File: config.mk
export PLATFORM = sky130hd
export DESIGN_NAME = tx_checksum
export DESIGN_NICKNAME = d
export VERILOG_FILES = /design/src/verilog/tx_buffer_pkg.sv /design/src/verilog/tx_checksum.sv
export SDC_FILE = /design/constraint.sdc
export NUM_CORES = 1
export LEC_CHECK = 0
export BUFFER_PORTS_ARGS = -buffer_cell sky130_fd_sc_hd__buf_2
export CAP_MARGIN = 10
export CORE_ASPECT_RATIO = 1.25
export CORE_UTILIZATION = 61
export DETAILED_ROUTE_END_ITERATION = 8
export GPL_ROUTABILITY_DRIVEN = 0
export PLACE_DENSITY = 0.88
export SYNTH_ARGS = -nofsm -noshare
export SYNTH_HDL_FRONTEND = slang
export SYNTH_SLANG_ARGS = --single-unit
File: constraint.sdc
create_clock -name i_clk -period 9.07 [get_ports i_clk]
set_clock_uncertainty 0.2 [all_clocks]
set_input_delay 0.907 -clock i_clk [delete_from_list [all_inputs] [get_ports i_clk]]
set_output_delay 0.907 -clock i_clk [all_outputs]
set_load 0.02 [all_outputs]
File: src/verilog/tx_buffer_pkg.sv
/*
  Shared types for the double-buffered transmit packet buffer.
  Words are 64 bits, big-endian byte order within a word.
*/
`default_nettype none

package tx_buffer_pkg;

  // ------------------------------------------------------------
  // Data types
  // ------------------------------------------------------------

  typedef logic [63:0] word_t;
  typedef logic [15:0] sum_t;

  // Valid bytes in the last word, 0 to 8
  typedef logic [3:0] bytes_last_t;

  // ------------------------------------------------------------
  // Byte constants
  // ------------------------------------------------------------

  localparam int BYTES_PER_WORD = 8;

  // Byte address bits below the word address
  localparam int BYTE_SHIFT = 3;

  // ------------------------------------------------------------
  // Bank state and status records
  // ------------------------------------------------------------

  typedef enum logic [1:0] {
    BANK_EMPTY    = 2'd0,
    BANK_HAS_DATA = 2'd1,
    BANK_CHECKSUM = 2'd2,
    BANK_FIFO_OUT = 2'd3
  } bank_state_e;

  typedef struct packed {
    logic        available;
    logic        empty;
    bytes_last_t bytes_last;
  } tx_status_t;

  typedef struct packed {
    sum_t sum;
    logic done;
  } sum_result_t;

endpackage

`default_nettype wire

File: src/verilog/tx_checksum.sv
/*
  Internet checksum over a word-aligned byte range of the parser bank.
  Reads one word per cycle. Latency is RAM read plus two adder stages.
*/
`timescale 1ns/10ps
`default_nettype none

module tx_checksum
  import tx_buffer_pkg::*;
#(
  parameter int ADDR_WIDTH = 8
) (
  input  wire                   i_clk,
  input  wire                   i_areset,
  input  wire                   i_start,
  input  wire [ADDR_WIDTH-1:0]  i_word_addr,
  input  wire [ADDR_WIDTH+2:0]  i_bytes,
  input  wire                   i_sum_reset,
  input  wire sum_t             i_sum_reset_value,
  input  wire word_t            i_rdata,
  output logic [ADDR_WIDTH-1:0] o_rd_addr,
  output logic                  o_reading,
  output sum_result_t           o_result
);

  logic                  active_q;
  logic [ADDR_WIDTH-1:0] addr_q;
  logic [ADDR_WIDTH+2:0] remain_q;
  logic                  last_word;
  logic [7:0]            mask;

  logic                  rd_v_q, rd_last_q;
  logic [7:0]            rd_mask_q;
  logic                  s0_v_q, s0_last_q;
  sum_t                  psum_q;
  logic [2:0]            carry_q;
  sum_t                  sum_q;
  logic                  done_q;

  word_t                 mword;
  logic [16:0]           add_a, add_b, add_c, add_d, add_e;
  logic [2:0]            carry_cnt;
  sum_t                  sum_next;

  assign last_word = (remain_q <= (ADDR_WIDTH+3)'(BYTES_PER_WORD));
  // A partial last word keeps its leading bytes with bit 7 as the top byte
  assign mask = (last_word && (remain_q[2:0] != 3'd0)) ? ~(8'hff >> remain_q[2:0]) : 8'hff;

  assign o_rd_addr = addr_q;
  assign o_reading = active_q;

  // ------------------------------------------------------------
  // Stage 0 lane tree on the masked word
  // ------------------------------------------------------------

  always_comb begin
    for (int b = 0; b < BYTES_PER_WORD; b++) begin
      mword[b*8 +: 8] = rd_mask_q[b] ? i_rdata[b*8 +: 8] : 8'h00;
    end
  end

  assign add_a = {1'b0, mword[63:48]} + {1'b0, mword[47:32]};
  assign add_b = {1'b0, mword[31:16]} + {1'b0, mword[15:0]};
  assign add_c = {1'b0, add_a[15:0]} + {1'b0, add_b[15:0]};

  // ------------------------------------------------------------
  // Stage 1 end-around carry into the running sum
  // ------------------------------------------------------------

  assign add_d     = {1'b0, sum_q} + {1'b0, psum_q};
  assign carry_cnt = {2'b00, carry_q[0]} + {2'b00, carry_q[1]} +
                     {2'b00, carry_q[2]} + {2'b00, add_d[16]};
  assign add_e     = {1'b0, add_d[15:0]} + {14'd0, carry_cnt};
  assign sum_next  = add_e[16] ? add_e[15:0] + 16'd1 : add_e[15:0];

  assign o_result.sum  = sum_q;
  assign o_result.done = done_q;

  always_ff @(posedge i_clk or posedge i_areset) begin
    if (i_areset) begin
      active_q <= 1'b0;
      rd_v_q   <= 1'b0;
      s0_v_q   <= 1'b0;
      sum_q    <= '0;
      done_q   <= 1'b0;
    end else begin
      if (i_start) begin
        active_q <= (i_bytes != '0);
      end else if (active_q && last_word) begin
        active_q <= 1'b0;
      end
      rd_v_q <= active_q;
      s0_v_q <= rd_v_q;
      done_q <= s0_v_q && s0_last_q;
      if (i_sum_reset) begin
        sum_q <= i_sum_reset_value;
      end else if (s0_v_q) begin
        sum_q <= sum_next;
      end
    end
  end

  // Address, count and pipeline payload
  always_ff @(posedge i_clk) begin
    if (i_start) begin
      addr_q   <= i_word_addr;
      remain_q <= i_bytes;
    end else if (active_q) begin
      addr_q   <= addr_q + 1'b1;
      remain_q <= remain_q - (ADDR_WIDTH+3)'(BYTES_PER_WORD);
    end
    rd_mask_q <= mask;
    rd_last_q <= last_word;
    psum_q    <= add_c[15:0];
    carry_q   <= {add_c[16], add_b[16], add_a[16]};
    s0_last_q <= rd_last_q;
  end

endmodule

`default_nettype wire

==> impl_metrics.csv <==
group,metric,value,unit
job,drv_cap,0,
clocking,cts_tree,"done",
floorplan,dieArea,10510,sq um
clocking,cts_sinks,68,
setup_path,critPathCaptureType,"flop",
global_route,grt_pass1_wl,24.05,mm
cells_and_area,area_delta_synth_final,17.29,%
timing,max_freq,203.7,MHz
power,cellPowerDensity,361.8,nW/um^2
timing,setup_viol,0,
setup_path,worst_setup_path_start_kind,"flop",
global_route,grt_use_total,28.64,%
route,drt_iter0_drc,236,
yosys,synth-async-reset-ratio,29.41,%
route,drc,0,
yosys,yosysSeqAreaShare,26.81,%
setup_path,worst-path-max-fanout,5,
yosys,synth-edff-count,19,
floorplan,core_area,9709,sq um
power,power.leakage,3.340,nW
yosys,syn_area,6160,sq um
floorplan,die_y,114.4,um
yosys,syn_area_per_cell,8.737,sq um
global_route,grt_pass1_vias,5601,
clocking,cts-root-buf,"clkbuf_16",
timing,hold_viol,0,
global_route,antenna_found_initial,0,
route,routedWlPerCell,15.29,um
timing,maxSlewHeadroom,42.16,%
cells_and_area,utilization,74.41,%
yosys,synth_cell_types,74,
route,final_antenna_net_count,0,
clocking,cts_hold_buffers,0,
yosys,synth_top_area_share,13.81,%
floorplan,dieWidth,91.88,um
yosys,ys_seq_elements,68,
clocking,cts_setup_buffers,0,
setup_path,cp.arrival,4.95,ns
global_route,grt_max_degree,40,
yosys,syn-num-nets,883,
global_route,grt_overflow,0,
setup_path,critPathKind,"reg -> reg",
yosys,synth_area_leaders,"ha_1 14%, dfxtp_1 9.4%, edfxtp_1 9.3%",
route,dr.pass1.iters,4,
yosys,ys.flop_type,"dfxtp_1",
timing,fin_crit_sh,54.12,%
placed_design,port_buffers,128,
setup_path,required,9.11,ns
yosys,synthCells,705,
clocking,cts_made_buffers,9,
route,via_per_inst,5.860,
timing,tns,0,ns
yosys,yosysWarnings,0,
floorplan,start_util,63.44,%
clocking,clk_pin_slew,0.06,ns
route,vias,5637,
power,ir_worst_vdd,0.1571,mV
floorplan,io_pins,129,
min_path,hp-class,"reg -> reg",
route,wl,14.71,mm
timing,min_period,4.909,ns
timing,drv_slew,0,
timing,rsz0062_at_grt,"false",
yosys,synth_top_area_cell,"ha_1",
cells_and_area,antenna_cells,0,
clocking,htreeDepth,3,
clocking,cts_resized,0,
floorplan,rows,40,
placed_design,hpwl,11.91,mm
cells_and_area,drive_gt1_share,20.69,%
timing,tightest_slew,0.8676,ns
setup_path,r2r_slack,4.16,ns
cells_and_area,fin_nets,1009,
status,outcome,"finished clean",
clocking,clock_path_buffers,2,
clocking,worst_skew_pair.late_latency,0.34,ns
-- cells by family after synthesis --
logic type | share of synthesized area, %
simple gates | 22.75
compound gates | 18.47
fa+ha+maj | 16.09
xor+xnor | 10.81
flops | 26.81
buf+inv | 3.189
mux | 1.828
other cells | 0.06088
-- cell type report --
type | instances | area (sq um)
Sequential cell | 68 | 1652
Inverter | 37 | 138.9
Timing Repair Buffer | 128 | 640.6
Tap cell | 126 | 157.7
Clock inverter | 7 | 98.84
Clock buffer | 9 | 225.2
Fill cell | 695 | 2485
Multi-Input combinational cell | 587 | 4312
-- layout by cell type (no fill, tap or decap), drive strengths merged, types with 4 or more instances in the layout --
cell,count
mux2i,9
xor2,26
nand2,59
o211ai,4
o21ai,56
dfrtp,20
buf,128
ha,68
clkbuf,9
nand3b,4
nand4,4
o21a,8
xnor2,47
a21o,15
nor3,15
nand2b,7
nor4,10
dfxtp,29
o21bai,8
nor2b,8
and2,75
a31o,4
a31oi,5
fa,7
nand3,13
or3,4
a211oi,4
o31ai,5
and3,7
a21oi,40
or2,6
inv,39
nor2,35
edfxtp,19
-- synth_stat cells, types with 5 or more instances --
master	count
and2_1	74
ha_1	68
nand2_1	59
o21ai_0	49
xnor2_1	46
a21oi_1	39
inv_1	37
nor2_1	35
dfxtp_1	29
xor2_1	25
dfrtp_1	20
edfxtp_1	19
a21o_1	15
nor3_1	15
nand3_1	13
clkbuf_1	9
mux2i_1	9
nor4_1	8
o21a_1	8
o21bai_1	8
fa_1	7
nand2b_1	7
nor2b_1	7
o21ai_1	6
or2_2	6
and3_1	5
-- per-layer routing --
layer	GRT usage, %	routed length [um]	vias to the layer above
met5	0	0	-
met4	15.73	585	0
met3	5.578	779	57
met2	55.02	7793	183
met1	28.62	5555	2635
li1	-	-	2762
-- state kept, by name, indices dropped and copies added, names as in the netlist, 3 cells and up --
| register | count |
|---|---|
| rd_mask_q | 8 |
| o_rd_addr | 8 |
| carry_q | 3 |
| psum_q | 16 |
| sum_q | 16 |
| remain_q | 11 |
-- worst max-delay path: stages, from the launching register on --
cell and delay, ns:
dfrtp_1 0.37, ha_1 0.23, inv_1 0.07, fa_1 0.44, nor2b_4 0.15, o211ai_2 0.12
a31oi_1 0.25, a31o_1 0.23, a21oi_1 0.11, o21bai_1 0.14, a21o_1 0.13, a21oi_1 0.07
fa_1 0.42, fa_1 0.39, or2_2 0.34, inv_1 0.07, and4_1 0.26, and4_1 0.21
nand4b_2 0.19, xnor2_1 0.20, a221oi_2 0.24
-- through the flow --
| step | cell area [sq um] | hold WS (ns) | instances | total power [mW] | setup WS [ns] |
|---|---|---|---|---|---|
| 6_report | 7224 | 0.1492 | 962 | 2.614 | 4.161 |
| 5_1_grt | 7224 | 0.1564 | 962 | 2.808 | 3.879 |
| 4_1_cts | 7224 | 0.1524 | 962 | 2.599 | 4.162 |
| 3_5_place_dp | 6900 | 0.1379 | 946 | 2.194 | 4.229 |
| 3_3_place_gp | 6900 | 0.1310 | 946 | 2.116 | 4.364 |
| 2_1_floorplan | 6160 | 0.1096 | 705 | 1.840 | 4.484 |
-- worst paths after layout --
check / startpoint / to / cells after the start
hold / removal: rd_last_q$_DFF_P_ / s0_last_q$_DFF_P_ / 0
hold reg to reg: rd_last_q$_DFF_P_ / s0_last_q$_DFF_P_ / 0
setup / recovery: sum_q[0]$_DFFE_PP0P_ / sum_q[0]$_DFFE_PP0P_ / 20
max in group asynchronous: i_areset / sum_q[11]$_DFFE_PP0P_ / 2
setup reg to reg: sum_q[0]$_DFFE_PP0P_ / sum_q[0]$_DFFE_PP0P_ / 20
min in group asynchronous: i_areset / o_reading$_DFFE_PP0P_ / 2
-- power breakdown --
group | internal [mW] | switching, mW
sequential | 0.412 | 0.0724
clock | 0.242 | 0.139
combinational | 0.753 | 0.994
(Power assumes the default switching activity.)
