### config.mk
export PLATFORM = sky130hd
export DESIGN_NAME = tx_bank_ctrl
export DESIGN_NICKNAME = d
export VERILOG_FILES = /design/src/verilog/tx_buffer_pkg.sv /design/src/verilog/tx_bank_ctrl.sv
export SDC_FILE = /design/constraint.sdc
export NUM_CORES = 1
export LEC_CHECK = 0
export ABC_AREA = 1
export BUFFER_PORTS_ARGS = -buffer_cell sky130_fd_sc_hd__buf_4
export CAP_MARGIN = 15
export CORE_AREA = 2 2 189 191
export CTS_BUF_LIST = sky130_fd_sc_hd__clkbuf_4
export DETAILED_ROUTE_END_ITERATION = 7
export DIE_AREA = 0 0 191 193
export PLACE_DENSITY = 0.56
export SLEW_MARGIN = 25
export SYNTH_ARGS = -nofsm -noshare
export SYNTH_HDL_FRONTEND = slang
export SYNTH_SLANG_ARGS = --single-unit
### constraint.sdc
create_clock -name i_clk -period 3.2 [get_ports i_clk]
set_clock_uncertainty 0.1 [all_clocks]
set_input_delay 0.16 -clock i_clk [delete_from_list [all_inputs] [get_ports i_clk]]
set_output_delay 0.16 -clock i_clk [all_outputs]
set_load 0.02 [all_outputs]
### src/verilog/tx_buffer_pkg.sv
/*
  Shared types for the double-buffered transmit packet buffer.
  Words are 64 bits, big-endian byte order within a word.
*/
`default_nettype none

package tx_buffer_pkg;

  // ------------------------------------------------------------
  // Data types
  // ------------------------------------------------------------

  typedef logic [63:0] word_t;
  typedef logic [15:0] sum_t;

  // Valid bytes in the last word, 0 to 8
  typedef logic [3:0] bytes_last_t;

  // ------------------------------------------------------------
  // Byte constants
  // ------------------------------------------------------------

  localparam int BYTES_PER_WORD = 8;

  // Byte address bits below the word address
  localparam int BYTE_SHIFT = 3;

  // ------------------------------------------------------------
  // Bank state and status records
  // ------------------------------------------------------------

  typedef enum logic [1:0] {
    BANK_EMPTY    = 2'd0,
    BANK_HAS_DATA = 2'd1,
    BANK_CHECKSUM = 2'd2,
    BANK_FIFO_OUT = 2'd3
  } bank_state_e;

  typedef struct packed {
    logic        available;
    logic        empty;
    bytes_last_t bytes_last;
  } tx_status_t;

  typedef struct packed {
    sum_t sum;
    logic done;
  } sum_result_t;

endpackage

`default_nettype wire

### src/verilog/tx_bank_ctrl.sv
/*
  Ping-pong bank control. Parser writes always append at the bank pointer.
  Sum addresses must be word aligned. A bank holds at most 2**ADDR_WIDTH-1 words.
*/
`timescale 1ns/10ps
`default_nettype none

module tx_bank_ctrl
  import tx_buffer_pkg::*;
#(
  parameter int ADDR_WIDTH = 8
) (
  input  wire                    i_clk,
  input  wire                    i_areset,
  input  wire                    i_write_en,
  input  wire word_t             i_write_data,
  input  wire                    i_update_length,
  input  wire [ADDR_WIDTH+2:0]   i_length_bytes,
  input  wire                    i_sum_en,
  input  wire [ADDR_WIDTH+2:0]   i_sum_addr,
  input  wire [ADDR_WIDTH+2:0]   i_sum_bytes,
  input  wire                    i_parser_done,
  input  wire                    i_parser_clear,
  input  wire                    i_tx_rd_en,
  input  wire                    i_tx_packet_read,
  input  wire [ADDR_WIDTH-1:0]   i_csum_addr,
  input  wire                    i_csum_reading,
  input  wire word_t             i_rdata0,
  input  wire word_t             i_rdata1,
  output logic                   o_we0,
  output logic                   o_we1,
  output logic [ADDR_WIDTH-1:0]  o_addr0,
  output logic [ADDR_WIDTH-1:0]  o_addr1,
  output word_t                  o_wdata,
  output logic                   o_sum_start,
  output logic [ADDR_WIDTH-1:0]  o_sum_word_addr,
  output logic [ADDR_WIDTH+2:0]  o_sum_bytes,
  output word_t                  o_parser_rdata,
  output logic                   o_parser_full,
  output logic                   o_parser_empty,
  output tx_status_t             o_tx_status,
  output word_t                  o_tx_rd_data,
  output logic                   o_error
);

  bank_state_e           state_q [2];
  bank_state_e           state_d [2];
  logic [ADDR_WIDTH-1:0] ptr_q   [2];
  logic [ADDR_WIDTH-1:0] ptr_d   [2];
  logic [ADDR_WIDTH:0]   wcnt_q  [2];
  logic [ADDR_WIDTH:0]   wcnt_d  [2];
  bytes_last_t           blast_q [2];
  bytes_last_t           blast_d [2];
  logic                  sel_q, sel_d;
  logic                  err_q;

  logic                  p, d;
  logic                  wr_accept;
  logic                  avail, drained, rd_advance;
  logic [ADDR_WIDTH+3:0] len_round;
  logic [ADDR_WIDTH:0]   len_words;
  bytes_last_t           len_last;
  logic [ADDR_WIDTH-1:0] addr [2];
  logic                  we   [2];

  // Parser bank and dispatch bank
  assign p = sel_q;
  assign d = ~sel_q;

  assign o_parser_full = (state_q[p] == BANK_CHECKSUM) || (state_q[p] == BANK_FIFO_OUT) ||
                         (ptr_q[p] == '1);
  assign o_parser_empty = (state_q[p] == BANK_EMPTY);

  assign wr_accept = i_write_en && !i_parser_clear && !o_parser_full;

  assign o_sum_start     = i_sum_en && !i_parser_clear && (state_q[p] == BANK_HAS_DATA);
  assign o_sum_word_addr = i_sum_addr[ADDR_WIDTH+BYTE_SHIFT-1:BYTE_SHIFT];
  assign o_sum_bytes     = i_sum_bytes;

  // Length in words rounded up, remainder gives the last-word byte count
  assign len_round = {1'b0, i_length_bytes} + (ADDR_WIDTH+4)'(BYTES_PER_WORD - 1);
  assign len_words = len_round[ADDR_WIDTH+3:BYTE_SHIFT];
  assign len_last  = (i_length_bytes[BYTE_SHIFT-1:0] != '0) ?
                     {1'b0, i_length_bytes[BYTE_SHIFT-1:0]} :
                     ((i_length_bytes != '0) ? bytes_last_t'(BYTES_PER_WORD) : '0);

  // ------------------------------------------------------------
  // Dispatch status
  // ------------------------------------------------------------

  assign avail      = (state_q[d] == BANK_FIFO_OUT);
  assign drained    = avail && ({1'b0, ptr_q[d]} == wcnt_q[d]);
  assign rd_advance = avail && !drained && i_tx_rd_en && !i_tx_packet_read;

  assign o_tx_status.available  = avail;
  assign o_tx_status.empty      = drained;
  assign o_tx_status.bytes_last = blast_q[d];

  assign o_tx_rd_data   = d ? i_rdata1 : i_rdata0;
  assign o_parser_rdata = p ? i_rdata1 : i_rdata0;
  assign o_error        = err_q;

  // ------------------------------------------------------------
  // Next state for both banks
  // ------------------------------------------------------------

  always_comb begin
    state_d = state_q;
    ptr_d   = ptr_q;
    wcnt_d  = wcnt_q;
    blast_d = blast_q;
    sel_d   = sel_q;

    if (i_parser_clear) begin
      state_d[p] = BANK_EMPTY;
      ptr_d[p]   = '0;
      wcnt_d[p]  = '0;
      blast_d[p] = '0;
    end else begin
      case (state_q[p])
        BANK_EMPTY, BANK_HAS_DATA: begin
          if (wr_accept) begin
            state_d[p] = BANK_HAS_DATA;
            ptr_d[p]   = ptr_q[p] + 1'b1;
            // Until a length arrives the packet is all written words
            wcnt_d[p]  = {1'b0, ptr_q[p]} + 1'b1;
            blast_d[p] = bytes_last_t'(BYTES_PER_WORD);
          end
          if (state_q[p] == BANK_HAS_DATA) begin
            if (i_update_length) begin
              wcnt_d[p]  = len_words;
              blast_d[p] = len_last;
            end
            if (o_sum_start) state_d[p] = BANK_CHECKSUM;
            if (i_parser_done) state_d[p] = BANK_FIFO_OUT;
          end
        end
        BANK_CHECKSUM: begin
          if (!i_csum_reading) state_d[p] = BANK_HAS_DATA;
        end
        default: begin
          // FIFO_OUT waits for the dispatcher to free the other bank
          if (state_q[d] == BANK_EMPTY) begin
            sel_d    = ~sel_q;
            ptr_d[p] = '0;
          end
        end
      endcase
    end

    if (avail) begin
      if (i_tx_packet_read) begin
        state_d[d] = BANK_EMPTY;
        ptr_d[d]   = '0;
        wcnt_d[d]  = '0;
        blast_d[d] = '0;
      end else if (rd_advance) begin
        ptr_d[d] = ptr_q[d] + 1'b1;
      end
    end
  end

  // RAM ports; dispatch reads show ahead by one on an advance
  always_comb begin
    addr[0] = ptr_q[0];
    addr[1] = ptr_q[1];
    we[0]   = 1'b0;
    we[1]   = 1'b0;
    case (state_q[p])
      BANK_CHECKSUM: addr[p] = i_csum_addr;
      BANK_FIFO_OUT: addr[p] = '0;
      default:       addr[p] = ptr_q[p];
    endcase
    we[p] = wr_accept;
    if (rd_advance) addr[d] = ptr_q[d] + 1'b1;
  end

  assign o_addr0 = addr[0];
  assign o_addr1 = addr[1];
  assign o_we0   = we[0];
  assign o_we1   = we[1];
  assign o_wdata = i_write_data;

  always_ff @(posedge i_clk or posedge i_areset) begin
    if (i_areset) begin
      for (int b = 0; b < 2; b++) begin
        state_q[b] <= BANK_EMPTY;
        ptr_q[b]   <= '0;
        wcnt_q[b]  <= '0;
        blast_q[b] <= '0;
      end
      sel_q <= 1'b0;
      err_q <= 1'b0;
    end else begin
      state_q <= state_d;
      ptr_q   <= ptr_d;
      wcnt_q  <= wcnt_d;
      blast_q <= blast_d;
      sel_q   <= sel_d;
      // Commands other than writes need a bank with data
      err_q   <= (state_q[p] == BANK_EMPTY) && (i_update_length || i_sum_en || i_parser_done);
    end
  end

endmodule

`default_nettype wire

==> results of run 1 <==
==> final timing paths <==
path / start / end / slack, ns / cells after the start
worst min-delay path: i_update_length / blast_q[3]$_DFF_PP0_ / 0.02 / 6
worst max register to register: p$_DFFE_PP0P_ / blast_q[3]$_DFF_PP0_ / 0.32 / 14
min in group asynchronous: i_areset / blast_q[6]$_DFF_PP0_ / 0.31 / 3
worst min register to register: wcnt_q[15]$_DFF_PP0_ / wcnt_q[15]$_DFF_PP0_ / 0.45 / 2
worst max-delay path: p$_DFFE_PP0P_ / o_addr0[7] / 0.09 / 10
max in group asynchronous: i_areset / wcnt_q[1]$_DFF_PP0_ / 1.92 / 4
==> cell type report <==
cell class | count | area, sq um | share of cell area [%]
multi-input combinational | 897 | 4280 | 44.6
inverter | 152 | 573 | 5.97
antenna | 3 | 7.51 | 0.0782
clock inverter | 3 | 18.8 | 0.195
sequential | 48 | 1200 | 12.5
tap | 461 | 577 | 6.01
clock buffer | 5 | 37.5 | 0.391
timing repair buffer | 375 | 2900 | 30.2
==> metrics by stage <==
| stage | cell area (sq um) | std cells | utilization, % | setup WS, ns | hold slack [ns] |
|---|---|---|---|---|---|
| after floorplan | 7000 | 1246 | - | 0.711 | 0.238 |
| after global placement | 9310 | 1914 | 26.6 | 0.396 | 0.220 |
| after detailed placement | 9310 | 1914 | 26.6 | 0.450 | 0.220 |
| after CTS | 9470 | 1931 | 27.1 | 0.0284 | 0.0127 |
| after global routing | 9600 | 1943 | 27.5 | -0.0113 | 0.0330 |
| final | 9600 | 1944 | 27.5 | 0.0869 | 0.0179 |
==> timing repair <==
action | in CTS | in global routing
setup endpoints to repair | 10 | 16
hold buffers | 6 | 0
hold endpoints to repair | 22 | 0
gates resized for setup | 0 | 19
pin swaps | 1 | 3
setup buffers | 3 | 10
==> critical path: cells and delay by family (launching register included) <==
kind                   cells  cell delay (ns)
buffers and inverters      3             0.54
AND/OR/NAND/NOR            5             0.78
XOR/XNOR                   1             0.23
AO/OA/AOI/OAI              1             0.28
flip-flops                 1             0.58
==> report_power, final <==
part           switching, uW  total, uW  internal [uW]
clock                    267        350           82.8
sequential               258       1120            858
combinational           4970       7770           2800
==> cell usage after synthesis, drive strengths merged <==
cell type | instances | area, sq um
a221oi | 1 | 8.76
nand3 | 75 | 388
o211ai | 4 | 30.0
and2 | 1 | 6.26
o221ai | 1 | 8.76
a22o | 1 | 8.76
nor3 | 9 | 50.1
a31oi | 6 | 37.5
o22ai | 1 | 6.26
nand3b | 1 | 7.51
nor4 | 1 | 6.26
xor2 | 11 | 96.3
clkinv | 2 | 7.51
a21oi | 63 | 315
a32oi | 10 | 87.6
nor3b | 1 | 7.51
buf | 123 | 893
o31ai | 3 | 22.5
clkbuf | 26 | 97.6
nand4 | 9 | 71.3
a22oi | 5 | 37.5
ha | 2 | 25.0
nor2 | 58 | 283
inv | 150 | 563
xnor2 | 8 | 70.1
o21ai | 207 | 1050
dfrtp | 48 | 1200
nand2 | 418 | 1600
or2 | 1 | 6.26
==> cells by family after synthesis <==
logic type	after synthesis	synth area share, %
AOI/OAI and AO/OA	302	23.1
xor gates and xnor gates	19	2.38
and+or+nand+nor	574	34.7
buffers and inverters	301	22.3
adders and majority gates	2	0.357
DFF	48	17.2
==> sequential cells by signal, summed over array words and instances (netlist names) <==
name     cells
blast_q      8
o_error      1
p            1
ptr_q       16
state_q      4
wcnt_q      18
==> per-layer routing <==
| layer | up-vias | wire length (um) | GRT usage, % |
|---|---|---|---|
| met3 | 38 | 3680 | 5.05 |
| li1 | 4390 | - | - |
| met2 | 534 | 17900 | 32.9 |
| met5 | - | 13 | 0 |
| met4 | 2 | 814 | 4.89 |
| met1 | 4222 | 15500 | 24.4 |
==> flow_summary.toml, run 1 <==
[grt]
grt_pass1_vias = 8411
overflow = 0
antenna_found_initial = 5
grt_start_max_net_pins = 90
grt_pass1_wl_um = 53800
grt_use_total_pct = 19.4

[synth]
syn_nets = 1491
ys_seq_area_share_pct = 17.2
yosys_warnings = 0
ys_ff_latch = 48
yosysUniqueCellTypes = 43
syn_area_sq_um = 7000
syn_avg_cell_area_sq_um = 5.62
syn_inst = 1246

[routing]
avgViaCountPerCell = 4.73
drt_iter0_drc = 788
wl_per_cell_um = 19.5
drt-pass1-iter-count = 5
num_vias = 9186
ant_nets = 0
drc = 0
wl_um = 37900

[clocking]
clk_pin_slew_ns = 0.18
numCtsBuffers = 5
cts-root-buf = "clkbuf_4"
clk_latency_ns = 0.45
cts_buffer_depth = 2
htreeDepth = 2
tritoncts = "built"
cts.sinks = 48

[sta]
finalHoldViolations = 0
tightest_slew_ns = 0.879
period_share_pct = 97.3
finalSetupTns_ns = 0
fin_crit_ns = 3.11
relSlewSlack_pct = 41.4
clock.fmax_ghz = 0.321
finalSetupViolCount = 0
maxSlewViolCount = 0

[floorplanning]
die-area_sq_um = 36900
rows = 69
pin_count = 482
core_area_sq_um = 35000
initial_core_util_pct = 20.0
die_x_um = 191
die_h_um = 193

[min_path]
hold_path_class = "in -> reg"

[worst_setup_path]
crit_arrival_ns = 2.85
critPathKind = "reg -> out"
cpMaxStageDelayCell = "dfrtp_4"
worstPathMaxFanout = 6
cp_cell_sequence = "clkbuf_4 -> o21ai_2 -> nand3_1 -> nor3_1 -> buf_4 -> nand3_1 -> xnor2_2 -> nand2_1 -> nand2_1 -> buf_4"
required_ns = 2.94
crit_path_end_kind = "output port"
cp-start-kind = "register"
max_stage_delay_ns = 0.58

[final_layout]
fill_cells = 3948
drive_gt1_share_pct = 28.7
final_nets = 1724
final_cell_mix = "nand2_1, buf_4, o21ai_0"
syn_to_final_growth_pct = 37.2
final_common_cell = "nand2_1"

[power]
peakVddDrop_mv = 0.354
leakage_uw = 0.00511
p_per_area_nw_per_um2 = 961
total_power_uw = 9230

[placement]
port_buffers = 312
gp_congestion = 0.907
hpwl_um = 30100

[status]
status = "complete, no violations"

[run]
drv_cap = 0
No activity file was read; power rests on OpenSTA's default activity.
==> inputs of run 2 (changes only) <==
--- a/config.mk
+++ b/config.mk
@@ -8,11 +8,12 @@
 export ABC_AREA = 1
 export BUFFER_PORTS_ARGS = -buffer_cell sky130_fd_sc_hd__buf_4
 export CAP_MARGIN = 15
-export CORE_AREA = 2 2 189 191
+export CELL_PAD_IN_SITES_DETAIL_PLACEMENT = 1
+export CELL_PAD_IN_SITES_GLOBAL_PLACEMENT = 2
+export CORE_UTILIZATION = 19
 export CTS_BUF_LIST = sky130_fd_sc_hd__clkbuf_4
 export DETAILED_ROUTE_END_ITERATION = 7
-export DIE_AREA = 0 0 191 193
-export PLACE_DENSITY = 0.56
+export PLACE_DENSITY = 0.93
 export SLEW_MARGIN = 25
 export SYNTH_ARGS = -nofsm -noshare
 export SYNTH_HDL_FRONTEND = slang
==> run 2 against run 1 <==
Compared with the run above:
- sequential power barely moved
- final cell count fell by 0.77%
- total power rose by 0.14%
- critical path depth rose by 3
- core utilization fell by 0.95 points
- die area rose by 2.0%
- hold slack improved by 0.0040 ns
- sequential share of layout area rose by 0.11 points
- combinational power barely moved
- flip-flop and latch count did not move
- global-route usage fell by 0.45 points
- non-clock buffer count fell by 14
- critical path type unchanged
- highest routed layer is now met4
==> flow_summary.toml, run 2 (synthesized netlist as in run 1, its figures left out) <==
[status]
status = "complete, no violations"

[worst_setup_path]
crit_arrival_ns = 2.90
critPathKind = "reg -> out"
cpMaxStageDelayCell = "dfrtp_4"
worstPathMaxFanout = 9
crit_path_end_kind = "output port"
cp-start-kind = "register"
required_ns = 2.94
cp_cell_sequence = "buf_4 -> nand2_1 -> inv_1 -> nor2_2 -> nand2_1 -> nor3b_2 -> nand3_2 -> nand2_4 -> nor2_4 -> buf_4 -> nand2_1 -> o21ai_0 -> buf_4"
max_stage_delay_ns = 0.62

[power]
p_per_area_nw_per_um2 = 971
seqPwrFrac_pct = 12.3
sw_frac_of_total_pct = 60.4
peakVddDrop_mv = 0.256
total_power_uw = 9250
p_sw_uw = 5580
p_int_uw = 3670
leakage_uw = 0.00505
clkPwrFrac_pct = 3.8
p_comb_share_pct = 83.9

[final_layout]
top_register = "wcnt_q"
fill_cells = 4739
largest_reg_flops = 18
final_nets = 1710
top_regs = "wcnt_q (18), ptr_q (16), blast_q (8)"
drive_gt1_share_pct = 28.5
final_core_util_pct = 26.5
final_common_cell = "nand2_1"
final_cell_mix = "nand2_1, buf_4, o21ai_0"
syn_to_final_growth_pct = 36.1

[clocking]
numCtsBuffers = 5
clk_latency_ns = 0.45
cts-root-buf = "clkbuf_4"
clk_pin_slew_ns = 0.19
tritoncts = "built"
cts_buffer_depth = 2
htreeDepth = 2
cts.sinks = 48

[routing]
drc = 0
drt-pass1-iter-count = 5
num_vias = 9192
wl_um = 37400
ant_nets = 0
drt_iter0_drc = 557
wl_per_cell_um = 19.4
avgViaCountPerCell = 4.77

[grt]
grt_start_max_net_pins = 81
grt_use_total_pct = 19.0
grt_pass1_vias = 9174
antenna_found_initial = 2
overflow = 0
grt_pass1_wl_um = 55300

[sta]
finalSetupViolCount = 0
period_share_pct = 98.6
fin_crit_ns = 3.16
finalHoldViolations = 0
tightest_slew_ns = 0.907
clock.fmax_ghz = 0.317
maxSlewViolCount = 0
relSlewSlack_pct = 38.9
whs_ns = 0.0219

[placement]
port_buffers = 312
hpwl_um = 29900
gp_congestion = 0.907

[floorplanning]
die_h_um = 194
initial_core_util_pct = 19.5
pin_count = 482
die-area_sq_um = 37600
rows = 69
core_area_sq_um = 35900
die_x_um = 194

[run]
drv_cap = 0

[min_path]
hold_path_class = "in -> reg"
[run 2: power groups by stage]
stage	logic [uW]	registers, uW	clock network (uW)
2_1_floorplan	4810	1030	0
3_3_place_gp	7370	1150	0
3_5_place_dp	7510	1160	0
4_1_cts	7640	1120	365
5_1_grt	8400	1170	371
6_report	7760	1140	351
[run 2: final cells by class]
cell class              count  area, sq um  share of cell area (%)
flip-flops and latches     48         1200                    12.7
well taps                 461          577                    6.06
diodes                      2         5.00                  0.0525
inverters                 152          578                    6.07
multi-input cells         897         4310                    45.2
clock inverters             3         17.5                   0.184
repair buffers            361         2800                    29.3
clock buffers               5         37.5                   0.394
[run 2: path summary, 6_finish.rpt]
check                                      from              endpoint  slack (ns)  cells past startpoint
max reg2reg                       p$_DFFE_PP0P_   ptr_q[12]$_DFF_PP0_        0.22                     11
max                               p$_DFFE_PP0P_            o_addr1[2]        0.04                     13
max in group asynchronous              i_areset   wcnt_q[5]$_DFF_PP0_        1.98                      4
min in group asynchronous              i_areset   ptr_q[11]$_DFF_PP0_        0.13                      3
min reg2reg                blast_q[5]$_DFF_PP0_  blast_q[5]$_DFF_PP0_        0.44                      2
min                               i_parser_done     o_error$_DFF_PP0_        0.02                      3
[run 2: through the flow]
| stage | setup WS, ns | instance area, sq um | std cells | setup TNS [ns] |
|---|---|---|---|---|
| 2_1_floorplan | 0.711 | 7000 | 1246 | 0 |
| 3_3_place_gp | 0.205 | 9200 | 1902 | 0 |
| 3_5_place_dp | 0.174 | 9200 | 1902 | 0 |
| 4_1_cts | -0.00102 | 9420 | 1923 | -0.00131 |
| 5_1_grt | -0.0116 | 9520 | 1929 | -0.0363 |
| 6_report | 0.0443 | 9520 | 1929 | 0 |
[run 2: what timing repair did]
action,4_1_cts,5_1_grt
setup buffers,7,4
endpoints found under the hold margin,21,0
pin swaps,2,4
endpoints found under the setup margin,18,18
hold buffers,6,0
resized for setup,4,23
[run 2: layer usage]
layer / vias to the layer above / part of all wire, % / routed length (um) / GRT usage (%)
li1: 4369 / - / - / -
met1: 4443 / 43 / 16100 / 23.8
met2: 323 / 47 / 17500 / 31.3
met3: 57 / 7.8 / 2930 / 5.06
met4: 0 / 2.2 / 816 / 6.14
met5: - / 0 / 0 / 0
[run 2: worst max-delay path, delay by kind of cell (launching register included)]
family	cells	cell delay (ns)
compound gates	1	0.10
buf+inv	4	0.64
flops	1	0.62
simple gates	8	1.07
==> inputs of run 3 (changes only) <==
--- a/config.mk
+++ b/config.mk
@@ -11,7 +11,6 @@
 export CELL_PAD_IN_SITES_DETAIL_PLACEMENT = 1
 export CELL_PAD_IN_SITES_GLOBAL_PLACEMENT = 2
 export CORE_UTILIZATION = 19
-export CTS_BUF_LIST = sky130_fd_sc_hd__clkbuf_4
 export DETAILED_ROUTE_END_ITERATION = 7
 export PLACE_DENSITY = 0.93
 export SLEW_MARGIN = 25
==> run 3 against run 2 <==
Compared with the run above:
- first-iteration DRC count is 14% lower
- count of clock-buffer cells in the layout up 1
- total power rose by 0.95%
- combinational power fell by 2%
- wire length is 1.4% lower
- hold slack better by 0.055 ns
- via count decreased by 1.7%
- sequential power barely moved
- die area unchanged
- critical path type unchanged
==> flow_summary.toml, run 3 (synthesized netlist as in run 1, its figures left out) <==
[sta]
fin_crit_ns = 3.06
finalSetupViolCount = 0
maxSlewViolCount = 0
rsz0062_at_grt = "no"
finalSetupTns_ns = 0
clock.fmax_ghz = 0.327
relSlewSlack_pct = 37.3
period_share_pct = 95.6
finalHoldViolations = 0
tightest_slew_ns = 0.931

[power]
sw_frac_of_total_pct = 59.0
peakVddDrop_mv = 0.291
seqPwrFrac_pct = 12.3
clkPwrFrac_pct = 6.5
total_power_uw = 9340
p_per_area_nw_per_um2 = 988
p_comb_share_pct = 81.2
leakage_uw = 0.00502
p_sw_uw = 5510
p_int_uw = 3820

[clocking]
numCtsBuffers = 5
cts.sinks = 48
cts_buffer_depth = 2
clk_latency_ns = 0.32
tritoncts = "built"
htreeDepth = 2
cts-root-buf = "clkbuf_16"
clk_pin_slew_ns = 0.08

[floorplanning]
die_x_um = 194
rows = 69
pin_count = 482
initial_core_util_pct = 19.5
die-area_sq_um = 37600
core_area_sq_um = 35900
die_h_um = 194

[placement]
port_buffers = 312
gp_congestion = 0.907
hpwl_um = 29900

[grt]
grt_use_total_pct = 18.8
grt_pass1_vias = 9080
grt_pass1_wl_um = 54800
overflow = 0
antenna_found_initial = 1
grt_start_max_net_pins = 81

[routing]
wl_um = 36800
drt-pass1-iter-count = 5
drc = 0
drt_iter0_drc = 480
num_vias = 9034
avgViaCountPerCell = 4.72
wl_per_cell_um = 19.2
ant_nets = 0

[worst_setup_path]
required_ns = 2.94
cpMaxStageDelayCell = "dfrtp_4"
max_stage_delay_ns = 0.59
cp_common_cell = "buf_4"
timing.rr.start = "p$_DFFE_PP0P_"
cp-start-kind = "register"
crit_path_end_kind = "output port"
cp_cell_sequence = "buf_12 -> buf_4 -> o21ai_0 -> a21oi_1 -> nand2_1 -> nor2_1 -> nand3_1 -> nand2_4 -> nor2_4 -> buf_4 -> nand2_1 -> o21ai_0 -> buf_4"
critPathKind = "reg -> out"
worstPathMaxFanout = 26
reg2reg_slack_ns = 0.19
r2r_end = "ptr_q[12]$_DFF_PP0_"
worst-r2r-cell-count = 11
crit_arrival_ns = 2.80

[final_layout]
largest_reg_flops = 18
final_cell_mix = "nand2_1, buf_4, o21ai_0"
top_regs = "wcnt_q (18), ptr_q (16), blast_q (8)"
drive_gt1_share_pct = 27.6
final_common_cell = "nand2_1"
top_register = "wcnt_q"
final_core_util_pct = 26.3
syn_to_final_growth_pct = 35.0
final_nets = 1698

[status]
status = "complete, no violations"

[min_path]
hold_path_class = "in -> reg"
holdCritStartpoint = "i_length_bytes[2]"
hold_end = "blast_q[6]$_DFF_PP0_"
hold_depth = 3

[run]
drv_cap = 0
-- run 3: critical path, delay by kind of cell, from the launching register on --
| family | cells | cell delay, ns |
|---|---|---|
| AND/OR/NAND/NOR | 6 | 0.70 |
| buffers and inverters | 4 | 0.74 |
| flip-flops | 1 | 0.59 |
| AO/OA/AOI/OAI | 3 | 0.42 |
-- run 3: final cells by class --
cell class,instances,area (sq um)
flip-flops and latches,48,1200
multi-input cells,897,4260
diodes,1,2.50
inverters,152,576
repair buffers,349,2670
fillers,4735,26500
clock buffers,6,139
clock inverters,2,13.8
well taps,461,577
-- run 3: timing repair --
item	CTS	global route
endpoints found under the hold margin	16	0
pin swaps	1	1
buffers inserted	2	2
setup endpoints to repair	9	22
hold buffers	1	0
gates resized for setup	2	5
-- run 3: routing by layer --
layer  track usage, %  vias to the layer above  wire length [um]
met4             6.00                        0               939
met5                0                        -                 0
met1             23.6                     4321             16100
met3             5.04                       68              2780
met2             31.1                      305             17000
li1                 -                     4340                 -
-- run 3: how the worst max path moves through the flow --
stage                             start             endpoint  slack [ns]
after floorplan           p$_DFFE_PP0P_  ptr_q[11]$_DFF_PP0_        0.71
after global placement    p$_DFFE_PP0P_           o_addr0[4]        0.21
after detailed placement  p$_DFFE_PP0P_           o_addr0[0]        0.17
after CTS                 p$_DFFE_PP0P_           o_addr0[0]        0.02
after global routing      p$_DFFE_PP0P_           o_addr1[7]       0.006
final                     p$_DFFE_PP0P_           o_addr1[2]        0.14
-- run 3: power groups by stage --
stage | combinational (uW) | sequential [uW] | clock [uW]
after floorplan | 4810 | 1030 | 0
after global placement | 7370 | 1150 | 0
after detailed placement | 7510 | 1160 | 0
after CTS | 7550 | 1150 | 615
after global routing | 8250 | 1180 | 626
final | 7580 | 1150 | 606
-- run 3: stage by stage --
step	cell area, sq um	setup WS [ns]	hold slack (ns)	std cells
finish	9450	0.140	0.0767	1916
global route	9450	0.00604	0.108	1916
CTS	9400	0.0158	0.0800	1913
detailed placement	9200	0.174	0.0936	1902
global placement	9200	0.205	0.0879	1902
floorplan	7000	0.711	0.238	1246
